[config.mk]
export PLATFORM = sky130hd
export DESIGN_NAME = cd_dma_top
export DESIGN_NICKNAME = d
export VERILOG_FILES = /design/src/cd_dma_pkg.sv /design/src/cd_dma_regs.sv /design/src/cd_dma_engine.sv /design/src/cd_upload_gate.sv /design/src/cd_dma_top.sv
export VERILOG_INCLUDE_DIRS = /design/src /design/src/include
export SDC_FILE = /design/constraint.sdc
export NUM_CORES = 1
export LEC_CHECK = 0
export BUFFER_PORTS_ARGS = -buffer_cell sky130_fd_sc_hd__buf_2
export CAP_MARGIN = 25
export CORE_MARGIN = 1.5
export CORE_UTILIZATION = 62
export CTS_BUF_LIST = sky130_fd_sc_hd__clkbuf_4
export DETAILED_ROUTE_END_ITERATION = 8
export GPL_TIMING_DRIVEN = 0
export HOLD_SLACK_MARGIN = 0.15
export PLACE_DENSITY = 0.93
export SLEW_MARGIN = 20
export SYNTH_ARGS = -nofsm -noshare
export SYNTH_HDL_FRONTEND = slang
export SYNTH_HIERARCHICAL = 1
export SYNTH_SLANG_ARGS = --single-unit
[constraint.sdc]
create_clock -name clk_sys -period 3.3 [get_ports clk_sys]
set_clock_uncertainty 0.15 [all_clocks]
set_input_delay 0.165 -clock clk_sys [delete_from_list [all_inputs] [get_ports clk_sys]]
set_output_delay 0.165 -clock clk_sys [all_outputs]
set_load 0.05 [all_outputs]
[src/include/cd_dma_macros.svh]
// Register offsets are {page hit, CPU address bits 8:1}. The page bit is set by
// the bus decoder for writes inside the FF0000-FF01FF register window.
`ifndef CD_DMA_MACROS_SVH
`define CD_DMA_MACROS_SVH

// ==========================================================================
// Register offsets
// ==========================================================================
`define CD_OFS_ADDR_A_HI    9'h132  // FF0064
`define CD_OFS_ADDR_A_LO    9'h133  // FF0066
`define CD_OFS_ADDR_B_HI    9'h134  // FF0068
`define CD_OFS_ADDR_B_LO    9'h135  // FF006A
`define CD_OFS_VALUE        9'h136  // FF006C, upper value word
`define CD_OFS_COUNT_HI     9'h138  // FF0070
`define CD_OFS_COUNT_LO     9'h139  // FF0072
`define CD_OFS_MICROCODE    9'h13F  // FF007E, first microcode word
`define CD_OFS_START        9'h130  // FF0061, low byte
`define CD_OFS_AREA         9'h182  // FF0105
`define CD_OFS_MAP_SPR      9'h190
`define CD_OFS_MAP_PCM      9'h191
`define CD_OFS_MAP_Z80      9'h193
`define CD_OFS_MAP_FIX      9'h194
`define CD_OFS_UNMAP_SPR    9'h1A0
`define CD_OFS_UNMAP_PCM    9'h1A1
`define CD_OFS_UNMAP_Z80    9'h1A3
`define CD_OFS_UNMAP_FIX    9'h1A4

`define CD_START_BIT        6

// Two microcode variants per operation
`define CD_UC_COPY_WORD_A   16'hFE6D
`define CD_UC_COPY_WORD_B   16'hFE3D
`define CD_UC_COPY_BYTE_A   16'hF2DD
`define CD_UC_COPY_BYTE_B   16'hE2DD
`define CD_UC_FILL_A        16'hFFCD
`define CD_UC_FILL_B        16'hFFDD

`define CD_UPLOAD_ZONE      4'hE    // Address bits 23:20
`define CD_AREA_SPR         3'd0
`define CD_AREA_PCM         3'd1
`define CD_AREA_Z80         3'd4
`define CD_AREA_FIX         3'd5

`endif

[src/cd_dma_pkg.sv]
// Shared types of the DMA block. Addresses are byte addresses, counts are in
// words. region_t serves for both the use map and the write strobes.
package cd_dma_pkg;

	typedef logic [23:0] addr_t;
	typedef logic [15:0] word_t;
	typedef logic [23:0] count_t;   // Enough for any real transfer
	typedef logic [8:0]  reg_ofs_t; // {page hit, word offset}

	typedef enum logic [1:0]
	{
		MODE_COPY_WORD,
		MODE_COPY_BYTE,
		MODE_FILL
	} dma_mode_t;

	typedef enum logic [3:0]
	{
		IDLE,
		BUS_REQ,
		WAIT_GRANT,
		WAIT_QUIET,
		RUN,
		RD_REQ,
		RD_WAIT,
		WR_REQ,
		NEXT
	} dma_state_t;

	typedef struct packed
	{
		reg_ofs_t    ofs;
		word_t       data;
		logic [1:0]  be;   // Bit 1 is the upper byte
	} cpu_wr_t;

	typedef struct packed
	{
		dma_mode_t   mode;
		addr_t       addr_a;
		addr_t       addr_b;
		word_t       value;
		count_t      count;
	} dma_cfg_t;

	typedef struct packed
	{
		logic        write;
		addr_t       addr;
		word_t       data;
	} mem_req_t;

	typedef struct packed
	{
		logic        spr;
		logic        pcm;
		logic        z80;
		logic        fix;
	} region_t;

endpackage

[src/cd_dma_regs.sv]
// CPU register writes are always accepted, one per valid cycle. Address, value
// and count halves need a full-word write. Only microcode word 0 is decoded,
// and a start with an unknown microcode is dropped.
`timescale 1ns/1ps
`include "cd_dma_macros.svh"

module cd_dma_regs
(
	input  logic                  clk_sys,
	input  logic                  nRESET,
	input  cd_dma_pkg::cpu_wr_t   cpu_wr,
	input  logic                  cpu_wr_valid,
	output cd_dma_pkg::dma_cfg_t  dma_cfg,
	output logic                  dma_start,
	output logic [2:0]            tr_area,
	output cd_dma_pkg::region_t   use_map
);

	cd_dma_pkg::word_t      microcode;
	cd_dma_pkg::dma_mode_t  uc_mode;
	logic                   uc_known;
	logic                   wr_word;
	logic                   wr_low;
	logic                   start_hit;

	assign wr_word = cpu_wr_valid & (cpu_wr.be == 2'b11);
	assign wr_low  = cpu_wr_valid & cpu_wr.be[0];

	assign start_hit = wr_low & (cpu_wr.ofs == `CD_OFS_START) &
		cpu_wr.data[`CD_START_BIT];

	// Microcode word 0 selects the operation
	always_comb
	begin
		uc_known = 1'b1;
		case (microcode)
			`CD_UC_COPY_WORD_A, `CD_UC_COPY_WORD_B: uc_mode = cd_dma_pkg::MODE_COPY_WORD;
			`CD_UC_COPY_BYTE_A, `CD_UC_COPY_BYTE_B: uc_mode = cd_dma_pkg::MODE_COPY_BYTE;
			`CD_UC_FILL_A, `CD_UC_FILL_B:           uc_mode = cd_dma_pkg::MODE_FILL;
			default:
			begin
				uc_mode  = cd_dma_pkg::MODE_COPY_WORD;
				uc_known = 1'b0;
			end
		endcase
	end

	// ==========================================================================
	// Transfer configuration
	// ==========================================================================
	always_ff @(posedge clk_sys)
	begin
		if (wr_word)
		begin
			case (cpu_wr.ofs)
				`CD_OFS_ADDR_A_HI: dma_cfg.addr_a[23:16] <= cpu_wr.data[7:0];
				`CD_OFS_ADDR_A_LO: dma_cfg.addr_a[15:0]  <= cpu_wr.data;
				`CD_OFS_ADDR_B_HI: dma_cfg.addr_b[23:16] <= cpu_wr.data[7:0];
				`CD_OFS_ADDR_B_LO: dma_cfg.addr_b[15:0]  <= cpu_wr.data;
				`CD_OFS_VALUE:     dma_cfg.value         <= cpu_wr.data;
				`CD_OFS_COUNT_HI:  dma_cfg.count[23:16]  <= cpu_wr.data[7:0];
				`CD_OFS_COUNT_LO:  dma_cfg.count[15:0]   <= cpu_wr.data;
				`CD_OFS_MICROCODE: microcode             <= cpu_wr.data;
				default: ;
			endcase
		end

		if (start_hit && uc_known)
			dma_cfg.mode <= uc_mode;   // Valid together with dma_start
	end

	// ==========================================================================
	// Start strobe, area select and upload map
	// ==========================================================================
	always_ff @(posedge clk_sys or negedge nRESET)
	begin
		if (!nRESET)
		begin
			dma_start <= 1'b0;
			tr_area   <= 3'd0;
			use_map   <= '0;
		end
		else
		begin
			dma_start <= start_hit & uc_known;   // One cycle only

			if (wr_low)
			begin
				case (cpu_wr.ofs)
					`CD_OFS_AREA:      tr_area     <= cpu_wr.data[2:0];
					`CD_OFS_MAP_SPR:   use_map.spr <= 1'b1;
					`CD_OFS_MAP_PCM:   use_map.pcm <= 1'b1;
					`CD_OFS_MAP_Z80:   use_map.z80 <= 1'b1;
					`CD_OFS_MAP_FIX:   use_map.fix <= 1'b1;
					`CD_OFS_UNMAP_SPR: use_map.spr <= 1'b0;
					`CD_OFS_UNMAP_PCM: use_map.pcm <= 1'b0;
					`CD_OFS_UNMAP_Z80: use_map.z80 <= 1'b0;
					`CD_OFS_UNMAP_FIX: use_map.fix <= 1'b0;
					default: ;
				endcase
			end
		end
	end

endmodule

[src/cd_dma_engine.sv]
// Starts are only taken in IDLE. Addresses step by 2 after each access and are
// not checked for alignment. At most one read is in flight, and a read waits
// for its response with no limit.
`timescale 1ns/1ps

module cd_dma_engine
(
	input  logic                  clk_sys,
	input  logic                  nRESET,
	input  cd_dma_pkg::dma_cfg_t  dma_cfg,
	input  logic                  dma_start,
	input  logic                  bus_grant,
	input  logic                  bus_quiet,
	input  logic                  mem_req_ready,
	input  logic                  mem_rd_valid,
	input  cd_dma_pkg::word_t     mem_rd_data,
	output logic                  bus_req,
	output logic                  bus_ack,
	output logic                  dma_running,
	output cd_dma_pkg::mem_req_t  mem_req,
	output logic                  mem_req_valid
);

	cd_dma_pkg::dma_state_t  state;
	cd_dma_pkg::dma_mode_t   mode;
	cd_dma_pkg::addr_t       rd_addr;
	cd_dma_pkg::addr_t       wr_addr;
	cd_dma_pkg::word_t       value;
	cd_dma_pkg::word_t       rd_data;
	cd_dma_pkg::word_t       wr_data;
	cd_dma_pkg::count_t      count_run;
	logic [1:0]              io_cnt;      // Access step within one unit
	logic                    act_rd;
	logic                    act_wr;

	// Next access of the current unit, in RUN
	always_comb
	begin
		act_rd = 1'b0;
		act_wr = 1'b0;
		case (mode)
			cd_dma_pkg::MODE_COPY_WORD:
			begin
				act_rd = (io_cnt == 2'd0);
				act_wr = (io_cnt == 2'd1);
			end
			cd_dma_pkg::MODE_COPY_BYTE:
			begin
				act_rd = (io_cnt == 2'd0);
				act_wr = (io_cnt == 2'd1) || (io_cnt == 2'd2);   // Swapped, then original
			end
			cd_dma_pkg::MODE_FILL:  act_wr = (io_cnt == 2'd0);
			default: ;
		endcase
	end

	always_comb
	begin
		if (mode == cd_dma_pkg::MODE_FILL)
			wr_data = value;
		else if (mode == cd_dma_pkg::MODE_COPY_BYTE && io_cnt == 2'd1)
			wr_data = {rd_data[7:0], rd_data[15:8]};
		else
			wr_data = rd_data;
	end

	// Request is a decode of the state, so it holds until accepted
	assign mem_req_valid = (state == cd_dma_pkg::RD_REQ) || (state == cd_dma_pkg::WR_REQ);
	assign mem_req.write = (state == cd_dma_pkg::WR_REQ);
	assign mem_req.addr  = mem_req.write ? wr_addr : rd_addr;
	assign mem_req.data  = wr_data;

	// ==========================================================================
	// Control FSM and bus handshake
	// ==========================================================================
	always_ff @(posedge clk_sys or negedge nRESET)
	begin
		if (!nRESET)
		begin
			state       <= cd_dma_pkg::IDLE;
			io_cnt      <= 2'd0;
			bus_req     <= 1'b0;
			bus_ack     <= 1'b0;
			dma_running <= 1'b0;
		end
		else
		begin
			case (state)
				cd_dma_pkg::IDLE:
				begin
					io_cnt <= 2'd0;
					if (dma_start)
						state <= cd_dma_pkg::BUS_REQ;
				end
				cd_dma_pkg::BUS_REQ:
				begin
					bus_req <= 1'b1;
					state   <= cd_dma_pkg::WAIT_GRANT;
				end
				cd_dma_pkg::WAIT_GRANT:
				begin
					if (bus_grant)
					begin
						bus_req <= 1'b0;
						state   <= cd_dma_pkg::WAIT_QUIET;
					end
				end
				cd_dma_pkg::WAIT_QUIET:
				begin
					if (bus_quiet)   // CPU strobes idle, take the bus
					begin
						bus_ack     <= 1'b1;
						dma_running <= 1'b1;
						state       <= cd_dma_pkg::RUN;
					end
				end
				cd_dma_pkg::RUN:
				begin
					if (count_run == '0)
					begin
						bus_ack     <= 1'b0;
						dma_running <= 1'b0;
						state       <= cd_dma_pkg::IDLE;
					end
					else if (act_rd)
						state <= cd_dma_pkg::RD_REQ;
					else if (act_wr)
						state <= cd_dma_pkg::WR_REQ;
					else
						state <= cd_dma_pkg::NEXT;
				end
				cd_dma_pkg::RD_REQ:
				begin
					if (mem_req_ready)
						state <= cd_dma_pkg::RD_WAIT;
				end
				cd_dma_pkg::RD_WAIT:
				begin
					if (mem_rd_valid)
					begin
						io_cnt <= io_cnt + 2'd1;
						state  <= cd_dma_pkg::RUN;
					end
				end
				cd_dma_pkg::WR_REQ:
				begin
					if (mem_req_ready)
					begin
						io_cnt <= io_cnt + 2'd1;
						state  <= cd_dma_pkg::RUN;
					end
				end
				cd_dma_pkg::NEXT:
				begin
					io_cnt <= 2'd0;
					state  <= cd_dma_pkg::RUN;
				end
				default: state <= cd_dma_pkg::IDLE;
			endcase
		end
	end

	// ==========================================================================
	// Datapath
	// ==========================================================================
	always_ff @(posedge clk_sys)
	begin
		case (state)
			cd_dma_pkg::IDLE:
			begin
				if (dma_start)
				begin
					mode      <= dma_cfg.mode;
					value     <= dma_cfg.value;
					count_run <= dma_cfg.count;
					rd_addr   <= dma_cfg.addr_a;
					// Fill writes from A, copies write to B
					wr_addr   <= (dma_cfg.mode == cd_dma_pkg::MODE_FILL) ?
						dma_cfg.addr_a : dma_cfg.addr_b;
				end
			end
			cd_dma_pkg::RD_REQ:  if (mem_req_ready) rd_addr <= rd_addr + 24'd2;
			cd_dma_pkg::RD_WAIT: if (mem_rd_valid) rd_data <= mem_rd_data;
			cd_dma_pkg::WR_REQ:  if (mem_req_ready) wr_addr <= wr_addr + 24'd2;
			cd_dma_pkg::NEXT:    count_run <= count_run - 24'd1;
			default: ;
		endcase
	end

endmodule

[src/cd_upload_gate.sv]
// Purely combinational. Only DMA writes are gated here, reads from the upload
// zone raise no strobe. Area codes outside the four listed raise nothing.
`timescale 1ns/1ps
`include "cd_dma_macros.svh"

module cd_upload_gate
(
	input  cd_dma_pkg::mem_req_t  mem_req,
	input  logic                  mem_req_valid,
	input  logic                  mem_req_ready,
	input  logic [2:0]            tr_area,
	input  cd_dma_pkg::region_t   use_map,
	output cd_dma_pkg::region_t   tr_wr
);

	logic zone_wr;
	cd_dma_pkg::region_t area_sel;

	// Write accepted this cycle inside the E zone
	assign zone_wr = mem_req_valid & mem_req_ready & mem_req.write &
		(mem_req.addr[23:20] == `CD_UPLOAD_ZONE);

	assign area_sel.spr = (tr_area == `CD_AREA_SPR);
	assign area_sel.pcm = (tr_area == `CD_AREA_PCM);
	assign area_sel.z80 = (tr_area == `CD_AREA_Z80);
	assign area_sel.fix = (tr_area == `CD_AREA_FIX);

	// Region must also be mapped
	assign tr_wr = zone_wr ? (area_sel & use_map) : '0;

endmodule

[src/cd_dma_top.sv]
// DMA part of the CD system controller. CPU register writes are fire and
// forget. The memory port uses valid/ready, with read data on mem_rd_valid.
`timescale 1ns/1ps

module cd_dma_top
(
	input  logic                  clk_sys,
	input  logic                  nRESET,
	input  cd_dma_pkg::cpu_wr_t   cpu_wr,
	input  logic                  cpu_wr_valid,
	output logic                  bus_req,
	input  logic                  bus_grant,
	input  logic                  bus_quiet,
	output logic                  bus_ack,
	output logic                  dma_running,
	output cd_dma_pkg::mem_req_t  mem_req,
	output logic                  mem_req_valid,
	input  logic                  mem_req_ready,
	input  logic                  mem_rd_valid,
	input  cd_dma_pkg::word_t     mem_rd_data,
	output cd_dma_pkg::region_t   tr_wr
);

	cd_dma_pkg::dma_cfg_t  dma_cfg;
	cd_dma_pkg::region_t   use_map;
	logic                  dma_start;
	logic [2:0]            tr_area;

	cd_dma_regs u_regs
	(
		.clk_sys(clk_sys), .nRESET(nRESET),
		.cpu_wr(cpu_wr), .cpu_wr_valid(cpu_wr_valid),
		.dma_cfg(dma_cfg), .dma_start(dma_start),
		.tr_area(tr_area), .use_map(use_map)
	);

	cd_dma_engine u_engine
	(
		.clk_sys(clk_sys), .nRESET(nRESET),
		.dma_cfg(dma_cfg), .dma_start(dma_start),
		.bus_grant(bus_grant), .bus_quiet(bus_quiet),
		.mem_req_ready(mem_req_ready),
		.mem_rd_valid(mem_rd_valid), .mem_rd_data(mem_rd_data),
		.bus_req(bus_req), .bus_ack(bus_ack), .dma_running(dma_running),
		.mem_req(mem_req), .mem_req_valid(mem_req_valid)
	);

	cd_upload_gate u_gate
	(
		.mem_req(mem_req), .mem_req_valid(mem_req_valid),
		.mem_req_ready(mem_req_ready),
		.tr_area(tr_area), .use_map(use_map),
		.tr_wr(tr_wr)
	);

endmodule

---- Word level (Yosys, flattened, before mapping) ----
Cells that the tools add are included.
Widths: inputs -> output; s select.
word-level totals
  bits in registers ....................... 228
  bits of input ports ..................... 50
  output and inout bits ................... 49
  word-level logic and storage cells ...... 172
operators by class
  add/sub/neg operators ................... 4
  equal/unequal tests ..................... 49
  muxes and demuxes ....................... 39
  bitwise operators ....................... 9
  reductions and logical operators ........ 46
operators with widths
  kind                   number
  $mux 24                7
  $eq 9x9->1 const B     18
  $pmux 24 s2            3
  $eq 16x16->1 const B   6
  $add 24x2->24 const B  2
  $mux 4                 10
  $pmux 4 s9             1
  $reduce_and 2->1       17
  $mux 16                2
  $logic_not 24->1       1
  $sub 24x1->24 const B  1
  $reduce_bool 2->1      9
  $eq 4x3->1 const B     4
  $ne 2x2->1 const B     6
  $pmux 1 s2             6
  $reduce_and 3->1       4
  $and 1x1->1            8
  $eq 2x2->1 const B     4
  $eq 4x2->1 const B     2
  $eq 4x4->1 const B     2
  $reduce_or 2->1        4
  $eq 3x3->1 const B     2
  $pmux 2 s3             1
  $reduce_and 6->1       1
  other kinds (17)       26

---- Longest topological paths before layout ----
Gate-level depths: netlist (run 1).
  word-level depth ........................ 7
  gate-level depth with buffers ........... 10

---- Hierarchy ----
Netlist (run 1), hierarchy kept.
modules (own cells, without submodules)
  module          times used  cells each  area an instance (µm²)  seq. area each (µm²)
  cd_dma_engine   1           680         6616.3                  3383.2
  cd_dma_regs     1           179         3814.9                  3383.2
  cd_upload_gate  1           10          108.9                   0.0

---- Least setup slack after synthesis (run 1) ----
Ideal clock, no wire load.
  path type ............................... register to output
  start point ............................. register u_engine.state[3]
  end point ............................... output port tr_wr[0] (netlist name)
  arrival ................................. 4454 ps
  slack ................................... -1469 ps
  stages on the path, launching flop included .. 9
  cell sequence ........................... dfrtp_1 > nor2b_1 > clkbuf_1 > and2_1 > nand2_1 > clkbuf_1 > o21ai_0 > nand4b_4 > nor3_1
RTL lines
  item                    line                 source
  from (decl)             cd_dma_engine.sv:24  cd_dma_pkg::dma_state_t state;
  from (signal assigned)  cd_dma_engine.sv:80  state <= cd_dma_pkg::IDLE;
  from (signal assigned)  cd_dma_engine.sv:93  state <= cd_dma_pkg::BUS_REQ;
  from (signal assigned)  cd_dma_engine.sv:98  state <= cd_dma_pkg::WAIT_GRANT;
  to (decl)               cd_dma_top.sv:21     output cd_dma_pkg::region_t tr_wr

==> reports/metrics.csv, run 1 <==
stage,metric,value,unit
run_status,run status,finished with violations,
run_status,failing checks,setup timing,
global_route,total routing resource utilization after global routing,33.4,%
floorplan,x dimension of the die,133,µm
worst_hold_path,cell depth of the worst min-delay path,2,
final_layout,ratio of cells with drive above 1 in the final layout,23.0,%
timing,worst slew slack as a fraction of its limit,32.8,%
floorplan,overall die area,0.0178,mm²
timing,Final Hold Violating Endpoints,0,
place,estimated wirelength of the detail-placed design,18.0,mm
global_route,largest net degree at the start of global routing,25,
synthesis,Ys Warns,6,
global_route,wire length of the first global-routing pass,44.7,mm
run,number of violations of the max-capacitance limit,0,
critical_path,destination of the critical timing path,mem_req[16],
synthesis,most area-hungry cell type in the Yosys netlist,sky130_fd_sc_hd__edfxtp_1,
route,number of DRC markers after the initial detailed-route iteration,1295,
final_layout,fill cell total of the finished layout,895,
global_route,initial antenna violation count,1,
route,Routed Wire Length,31.5,mm
critical_path,Crit. Startpoint,u_engine/state[2],
final_layout,utilization after layout,78.7,%
route,DRT Pass-1 Iters,6,
clock_tree,buffer levels on the longest clock path,3,
clock_tree,clock input transition at the sequential cells of the worst setup and hold paths,70,ps
final_layout,Final nets,1172,
critical_path,"most used cell, CP",sky130_fd_sc_hd__nand2_1,
synthesis,post-synth cell types,63,
synthesis,number of register bits inferred by synthesis,228,
clock_tree,H-Tree Level Count,2,
critical_path,launch instance of the worst register-to-register path,u_engine/state[1],
synthesis,number of synthesized flops with an enable pin,212,
critical_path,worst-case register-to-register setup slack,250,ps
place,count of port buffers added during placement,96,
critical_path,logic depth of the worst register-to-register path,6,
floorplan,placeable core area,0.0166,mm²
clock_tree,total number of clock tree sinks,228,
timing,final setup slack of the worst path,-23.1,ps
worst_hold_path,Worst Hold Class,in2reg,
timing,clock period minus final worst setup slack,3320,ps
timing,crit share post-route,101,%
power_and_ir_drop,Pleak,5.03,nW
timing,Final setup violation count,6,
critical_path,cells traversed along the worst timing path,"nor2b_1, buf_4, and2_4, nand2_4, clkbuf_1, nand2_1, nand2_1, buf_2",
global_route,via count of the first global-routing pass,8612,
route,average detailed-routed wire length per instance,22.8,µm
route,length of routed met3 wiring,3.92,mm
clock_tree,cell chosen for the clock root,sky130_fd_sc_hd__clkbuf_4,
synthesis,most frequent cell after synthesis,sky130_fd_sc_hd__edfxtp_1,
floorplan,floorplan row count,47,
final_layout,filler-free cell count of the finished design,1382,
critical_path,Reg2Reg Capture Point,u_engine/count_run[19],
synthesis,Commonest cells post-synth,"212 x sky130_fd_sc_hd__edfxtp_1, 180 x sky130_fd_sc_hd__nand2_1, 53 x sky130_fd_sc_hd__nor2_1",
final_layout,area used by multi-input combinational logic,0.00361,mm²
route,antenna violation net count after detailed routing,0,
final_layout,combined flip-flop and latch cell area,0.00677,mm²
critical_path,buffer and inverter count on the worst path,3,
critical_path,maximum fanout encountered on the critical timing path,10,
clock_tree,clock insertion delay at the later pin of the skew report,680,ps
critical_path,critical-path cell with the highest stage delay,sky130_fd_sc_hd__dfrtp_1,
global_route,total congestion overflow after global routing,0,
critical_path,Arrival @ worst endpoint,3010,ps
timing,measured slew at the worst slew-check pin,1000,ps
clock_tree,number of buffers created by CTS,56,
critical_path,worst setup path category,reg2out,
synthesis,post-synthesis instance total,869,
place,Final Wtd Congestion,0.966,
place,placed cell count,1190,
synthesis,cell types with the largest area share after synthesis,"sky130_fd_sc_hd__edfxtp_1 60%, sky130_fd_sc_hd__nand2_1 6.4%, sky130_fd_sc_hd__dfrtp_1 3.8%",
critical_path,element type at the critical path end,output pin,
critical_path,"delay-heaviest family, CP",simple AND/OR/NAND/NOR gates,
synthesis,Post-Synthesis Cell Area,0.0105,mm²
timing,fmax,301,MHz
route,remaining design rule violation count,0,
critical_path,stages on the worst setup path,8,
critical_path,data required time of the critical path,2980,ps
synthesis,async set-or-reset flop fraction in the synthesized netlist,7.02,%
clock_tree,clock tree from TritonCTS,done,
route,post-DR vias/cell,6.40,
timing,final slew viol count,0,
power_and_ir_drop,power density over cell area,570,mW/mm²
route,length of routed met2 wiring,15.0,mm
synthesis,part of the Yosys area used for sequential elements,64.2,%
final_layout,layout overhead on the synthesized area,23.8,%
synthesis,main flop type after synthesis,sky130_fd_sc_hd__edfxtp_1,
power_and_ir_drop,maximum resistive drop on vdd,0.000300,V
synthesis,area share of the leading cell type in the synthesized netlist,60.4,%
route,Routed met1 length,10.3,mm
synthesis,post-synthesis net count,924,
floorplan,Top Ports,99,
critical_path,worst stage delay on the critical path,410,ps
floorplan,vertical die dimension,133,µm
synthesis,mean cell area of the mapped netlist,12.1,µm²
timing,Min Hold Slack,198,ps
route,uppermost routed layer,met4,
critical_path,nature of the critical path startpoint,flop,
route,detailed-route via count,8844,
floorplan,effective utilization at floorplan,63.6,%
-- stage by stage --
stage                     TNS, ps  area [µm²]  setup slack, ps  total power, mW
after global routing         -335       13100            -78.2             7.68
final                       -41.2       13100            -23.1             7.44
after detailed placement        0       11400             75.9             4.95
after floorplan                 0       10600             37.8             4.54
after CTS                       0       12900             14.4             7.24
after global placement      -9340       11300             -548             4.88
-- power breakdown --
group | leakage (nW) | switching (mW) | total (mW) | internal (mW)
Clock | 0.396 | 1.15 | 2.23 | 1.08
Combinational | 2.54 | 1.21 | 1.75 | 0.543
Sequential | 2.10 | 0.123 | 3.45 | 3.33
-- layout make-up --
type	count	share of cell area, %
clock inverter	25	0.729
timing repair buffer	190	10.9
multi-input combinational	584	27.7
buffer	37	1.66
clock buffer	77	4.43
sequential	228	51.8
tap	220	2.11
antenna	1	0.0192
inverter	20	0.614
-- metal layers --
metal  vias up  track usage (%)
li1       3714                -
met1      4069             39.1
met2       820             54.9
met3       241             9.63
met4         0             20.0
met5         -            0.833
-- cell usage in the layout (no fill, tap or decap), types with 11 or more instances in the layout --
| cell type | Yosys | layout |
|---|---|---|
| sky130_fd_sc_hd__dlygate4sd3_1 | 0 | 78 |
| sky130_fd_sc_hd__nand3_1 | 20 | 20 |
| sky130_fd_sc_hd__a21oi_1 | 31 | 31 |
| sky130_fd_sc_hd__mux2_2 | 14 | 14 |
| sky130_fd_sc_hd__xnor2_1 | 22 | 22 |
| sky130_fd_sc_hd__edfxtp_1 | 212 | 212 |
| sky130_fd_sc_hd__nand2_1 | 180 | 176 |
| sky130_fd_sc_hd__buf_2 | 13 | 106 |
| sky130_fd_sc_hd__nor3_1 | 13 | 11 |
| sky130_fd_sc_hd__o21ai_1 | 21 | 21 |
| sky130_fd_sc_hd__dfrtp_1 | 16 | 16 |
| sky130_fd_sc_hd__buf_4 | 3 | 13 |
| sky130_fd_sc_hd__nor2_1 | 53 | 50 |
| sky130_fd_sc_hd__clkbuf_1 | 20 | 15 |
| sky130_fd_sc_hd__o21ai_0 | 32 | 31 |
| sky130_fd_sc_hd__a22oi_1 | 16 | 16 |
| sky130_fd_sc_hd__xor2_1 | 42 | 42 |
| sky130_fd_sc_hd__clkinv_1 | 0 | 24 |
| sky130_fd_sc_hd__clkbuf_4 | 0 | 79 |
| sky130_fd_sc_hd__nand4_1 | 21 | 21 |
| sky130_fd_sc_hd__inv_1 | 19 | 19 |
| sky130_fd_sc_hd__mux2i_1 | 13 | 13 |
-- what timing repair did --
item                       4_1_cts  5_1_grt
setup buffers                    2        6
hold endpoints to repair       274        0
pin swaps                        0        3
hold buffers                    79        0
resized for setup               20       20
setup endpoints to repair       12       26
-- registers in the layout, summed over array words and instances, names as in the netlist --
signal                flops
u_engine/bus_req          1
u_engine/count_run       24
u_engine/dma_running      1
u_engine/io_cnt           2
u_engine/mode             2
u_engine/rd_addr         24
u_engine/rd_data         16
u_engine/state            4
u_engine/value           16
u_engine/wr_addr         24
u_regs/dma_cfg           90
u_regs/dma_start          1
u_regs/microcode         16
u_regs/tr_area            3
u_regs/use_map            4
-- worst min-delay path by stage --
stage	start	to	slack [ps]
floorplan	nRESET	u_engine/bus_req	-280
global placement	nRESET	u_engine/bus_req	-10
detailed placement	nRESET	u_engine/bus_req	-9
CTS	cpu_wr[10]	u_regs/dma_cfg[8]	150
global route	cpu_wr[16]	u_regs/dma_cfg[38]	170
finish	cpu_wr[16]	u_regs/microcode[14]	200
-- kinds of logic (layout without fill, tap and decap cells) --
logic type                 Yosys count  after routing  synth area share [%]
AOI/OAI and AO/OA                  120            120                  6.71
xor gates and xnor gates            64             64                  5.32
adders and majority gates            5              5                 0.594
buffers and inverters               57            349                  2.36
DFF                                228            228                  64.2
muxes                               31             31                  3.26
other                                0              1                     0
and+or+nand+nor                    364            364                  17.6
Power figures use the tool's default switching activity.
==> run 2: changes to the inputs <==
--- a/config.mk
+++ b/config.mk
@@ -15,6 +15,7 @@
 export GPL_TIMING_DRIVEN = 0
 export HOLD_SLACK_MARGIN = 0.15
 export PLACE_DENSITY = 0.93
+export SETUP_SLACK_MARGIN = 0.02
 export SLEW_MARGIN = 20
 export SYNTH_ARGS = -nofsm -noshare
 export SYNTH_HDL_FRONTEND = slang
==> run 2 against run 1 <==
The run ends with DRC, setup timing left. Register-to-register slack worse by 30 ps. First-iteration DRC count grew 2.8%. Total power is 0.36% higher. Global-route usage is the same. Cell area barely moved. Sequential power about the same. Clock power about the same. Critical path depth up 2.
==> reports/metrics.csv, run 2 (synthesis gave the netlist of run 1 again) <==
stage,metric,value,unit,change
power_and_ir_drop,maximum resistive drop on vdd,0.000305,V,+1.8%
run_status,run status,finished with violations,,
critical_path,worst stage delay on the critical path,640,ps,+230 ps
clock_tree,clock input transition at the sequential cells of the worst setup and hold paths,80,ps,about the same
floorplan,placeable core area,0.0166,mm²,unchanged
floorplan,overall die area,0.0178,mm²,unchanged
timing,measured slew at the worst slew-check pin,1000,ps,+1.51 ps
global_route,total routing resource utilization after global routing,33.4,%,unchanged
timing,final slew viol count,0,,unchanged
clock_tree,clock insertion delay at the later pin of the skew report,700,ps,+20 ps
floorplan,x dimension of the die,133,µm,unchanged
timing,clock period minus final worst setup slack,3310,ps,-17.6 ps
route,number of DRC markers after the initial detailed-route iteration,1331,,+2.8%
route,DRT Pass-1 Iters,8,,+2
worst_hold_path,Worst Hold Class,in2reg,,
critical_path,Arrival @ worst endpoint,3530,ps,+520 ps
route,remaining design rule violation count,1,,+1
final_layout,Antenna Diode Count,0,,-1
critical_path,data required time of the critical path,3530,ps,+550 ps
critical_path,nature of the critical path startpoint,input pin,,
global_route,wire length of the first global-routing pass,44.7,mm,about the same
run,number of violations of the max-capacitance limit,0,,unchanged
clock_tree,buffer levels on the longest clock path,3,,unchanged
critical_path,maximum fanout encountered on the critical timing path,10,,unchanged
run_status,failing checks,"DRC, setup timing",,
floorplan,floorplan row count,47,,unchanged
global_route,initial antenna violation count,0,,-1
timing,Final Hold Violating Endpoints,0,,unchanged
final_layout,layout overhead on the synthesized area,23.8,%,about the same
timing,Min Hold Slack,166,ps,-32.0 ps
clock_tree,cell chosen for the clock root,sky130_fd_sc_hd__clkbuf_4,,
timing,worst slew slack as a fraction of its limit,32.7,%,-0.10 points
route,detailed-route via count,8859,,+0.17%
clock_tree,number of buffers created by CTS,56,,unchanged
final_layout,highest-count cells in the layout ignoring fill and taps,"212 x sky130_fd_sc_hd__edfxtp_1, 176 x sky130_fd_sc_hd__nand2_1, 106 x sky130_fd_sc_hd__buf_2",,
clock_tree,clock tree from TritonCTS,done,,
floorplan,effective utilization at floorplan,63.6,%,unchanged
timing,Final setup violation count,2,,-4
final_layout,"commonest non-fill, non-tap cell in the layout",sky130_fd_sc_hd__edfxtp_1,,
timing,crit share post-route,100,%,-0.53 points
global_route,total congestion overflow after global routing,0,,unchanged
critical_path,"most used cell, CP",sky130_fd_sc_hd__dlygate4sd3_1,,
floorplan,vertical die dimension,133,µm,unchanged
final_layout,ratio of cells with drive above 1 in the final layout,23.0,%,about the same
critical_path,cells traversed along the worst timing path,"dlygate4sd3_1, buf_2, and4b_1, dlygate4sd3_1, buf_6, and4_2, nand2_1, dlygate4sd3_1, nor3b_2, buf_6",,
route,post-DR vias/cell,6.42,,+0.31%
timing,final setup slack of the worst path,-5.53,ps,+17.6 ps
timing,fmax,303,MHz,+0.53%
final_layout,Largest register FFs,90,,unchanged
global_route,largest net degree at the start of global routing,25,,unchanged
floorplan,Top Ports,99,,unchanged
clock_tree,total number of clock tree sinks,228,,unchanged
power_and_ir_drop,overall power of the completed layout,7.46,mW,+0.36%
clock_tree,H-Tree Level Count,2,,unchanged
place,count of port buffers added during placement,96,,unchanged
place,Final Wtd Congestion,0.966,,unchanged
route,antenna violation net count after detailed routing,0,,unchanged
power_and_ir_drop,Pleak,5.02,nW,-0.18%
global_route,via count of the first global-routing pass,8616,,+0.046%
critical_path,element type at the critical path end,flop,,
power_and_ir_drop,power density over cell area,572,mW/mm²,+0.37%
critical_path,worst setup path category,in2reg,,
critical_path,critical-path cell with the highest stage delay,sky130_fd_sc_hd__nor3b_2,,
place,estimated wirelength of the detail-placed design,18.0,mm,unchanged
route,Routed Wire Length,31.4,mm,-0.27%
final_layout,register bank with the most flops,u_regs/dma_cfg,,
final_layout,Final nets,1171,,-0.085%
final_layout,fill cell total of the finished layout,896,,+0.11%
route,average detailed-routed wire length per instance,22.7,µm,-0.12%
run 2: changes by cell type in the layout (fill, tap and decap cells not counted), sizes merged:
cell | before | now
clkbuf | 96 | 94
buf | 129 | 130
diode | 1 | 0
run 2: layer usage:
| metal | track usage, % | vias up | share of wire (%) |
|---|---|---|---|
| met3 | 9.63 | 212 | 12 |
| li1 | - | 3712 | - |
| met5 | 0.833 | - | 0 |
| met1 | 39.1 | 4111 | 33 |
| met2 | 54.9 | 824 | 48 |
| met4 | 20.0 | 0 | 6.5 |
run 2: final cells by class:
class | instances | area (µm²) | area share, %
Clock buffer | 77 | 578 | 4.43
Sequential cell | 228 | 6770 | 51.9
Multi-Input combinational cell | 584 | 3620 | 27.8
Timing Repair Buffer | 190 | 1420 | 10.9
Buffer | 36 | 213 | 1.63
Clock inverter | 25 | 95.1 | 0.729
Tap cell | 220 | 275 | 2.11
Inverter | 20 | 80.1 | 0.614
run 2: final timing paths:
kind | start | endpoint | slack (ps) | cells past startpoint
max reg2reg | u_engine/state[2] | u_engine/rd_addr[3] | 220 | 10
max in group asynchronous | nRESET | u_regs/tr_area[1] | 1820 | 3
min in group asynchronous | nRESET | u_engine/state[3] | 560 | 3
max | cpu_wr_valid | u_regs/dma_cfg[33] | -6 | 10
min | cpu_wr[17] | u_regs/microcode[15] | 170 | 2
min reg2reg | u_regs/dma_cfg[29] | u_engine/value[5] | 270 | 0
run 2: what timing repair did:
item                                    in CTS  in global routing
endpoints found under the setup margin      35                 27
resized for setup                           21                 20
pin swaps                                    0                  3
hold buffers                                79                  0
hold endpoints to repair                   274                  0
setup buffers                                2                  6
run 2: worst max-delay path, delay by kind of cell:
kind                   cells  cell delay [ps]
and+or+nand+nor            4             1170
buffers and inverters      6             2200
run 2: metrics by stage:
stage                     area [µm²]  utilization (%)  TNS, ps  worst slack, ps  instances
after floorplan                10600                -        0             37.8        869
after global placement         11300             68.4    -9340             -548       1185
after detailed placement       11400             68.7        0             75.9       1190
after CTS                      12900             77.9        0             24.1       1373
after global routing           13100             78.7    -84.6            -18.8       1380
final                          13100             78.7    -8.67            -5.53       1380
run 2: report_power, final:
| part | internal [mW] | switching (mW) |
|---|---|---|
| Clock | 1.08 | 1.17 |
| Combinational | 0.543 | 1.19 |
| Sequential | 3.33 | 0.149 |
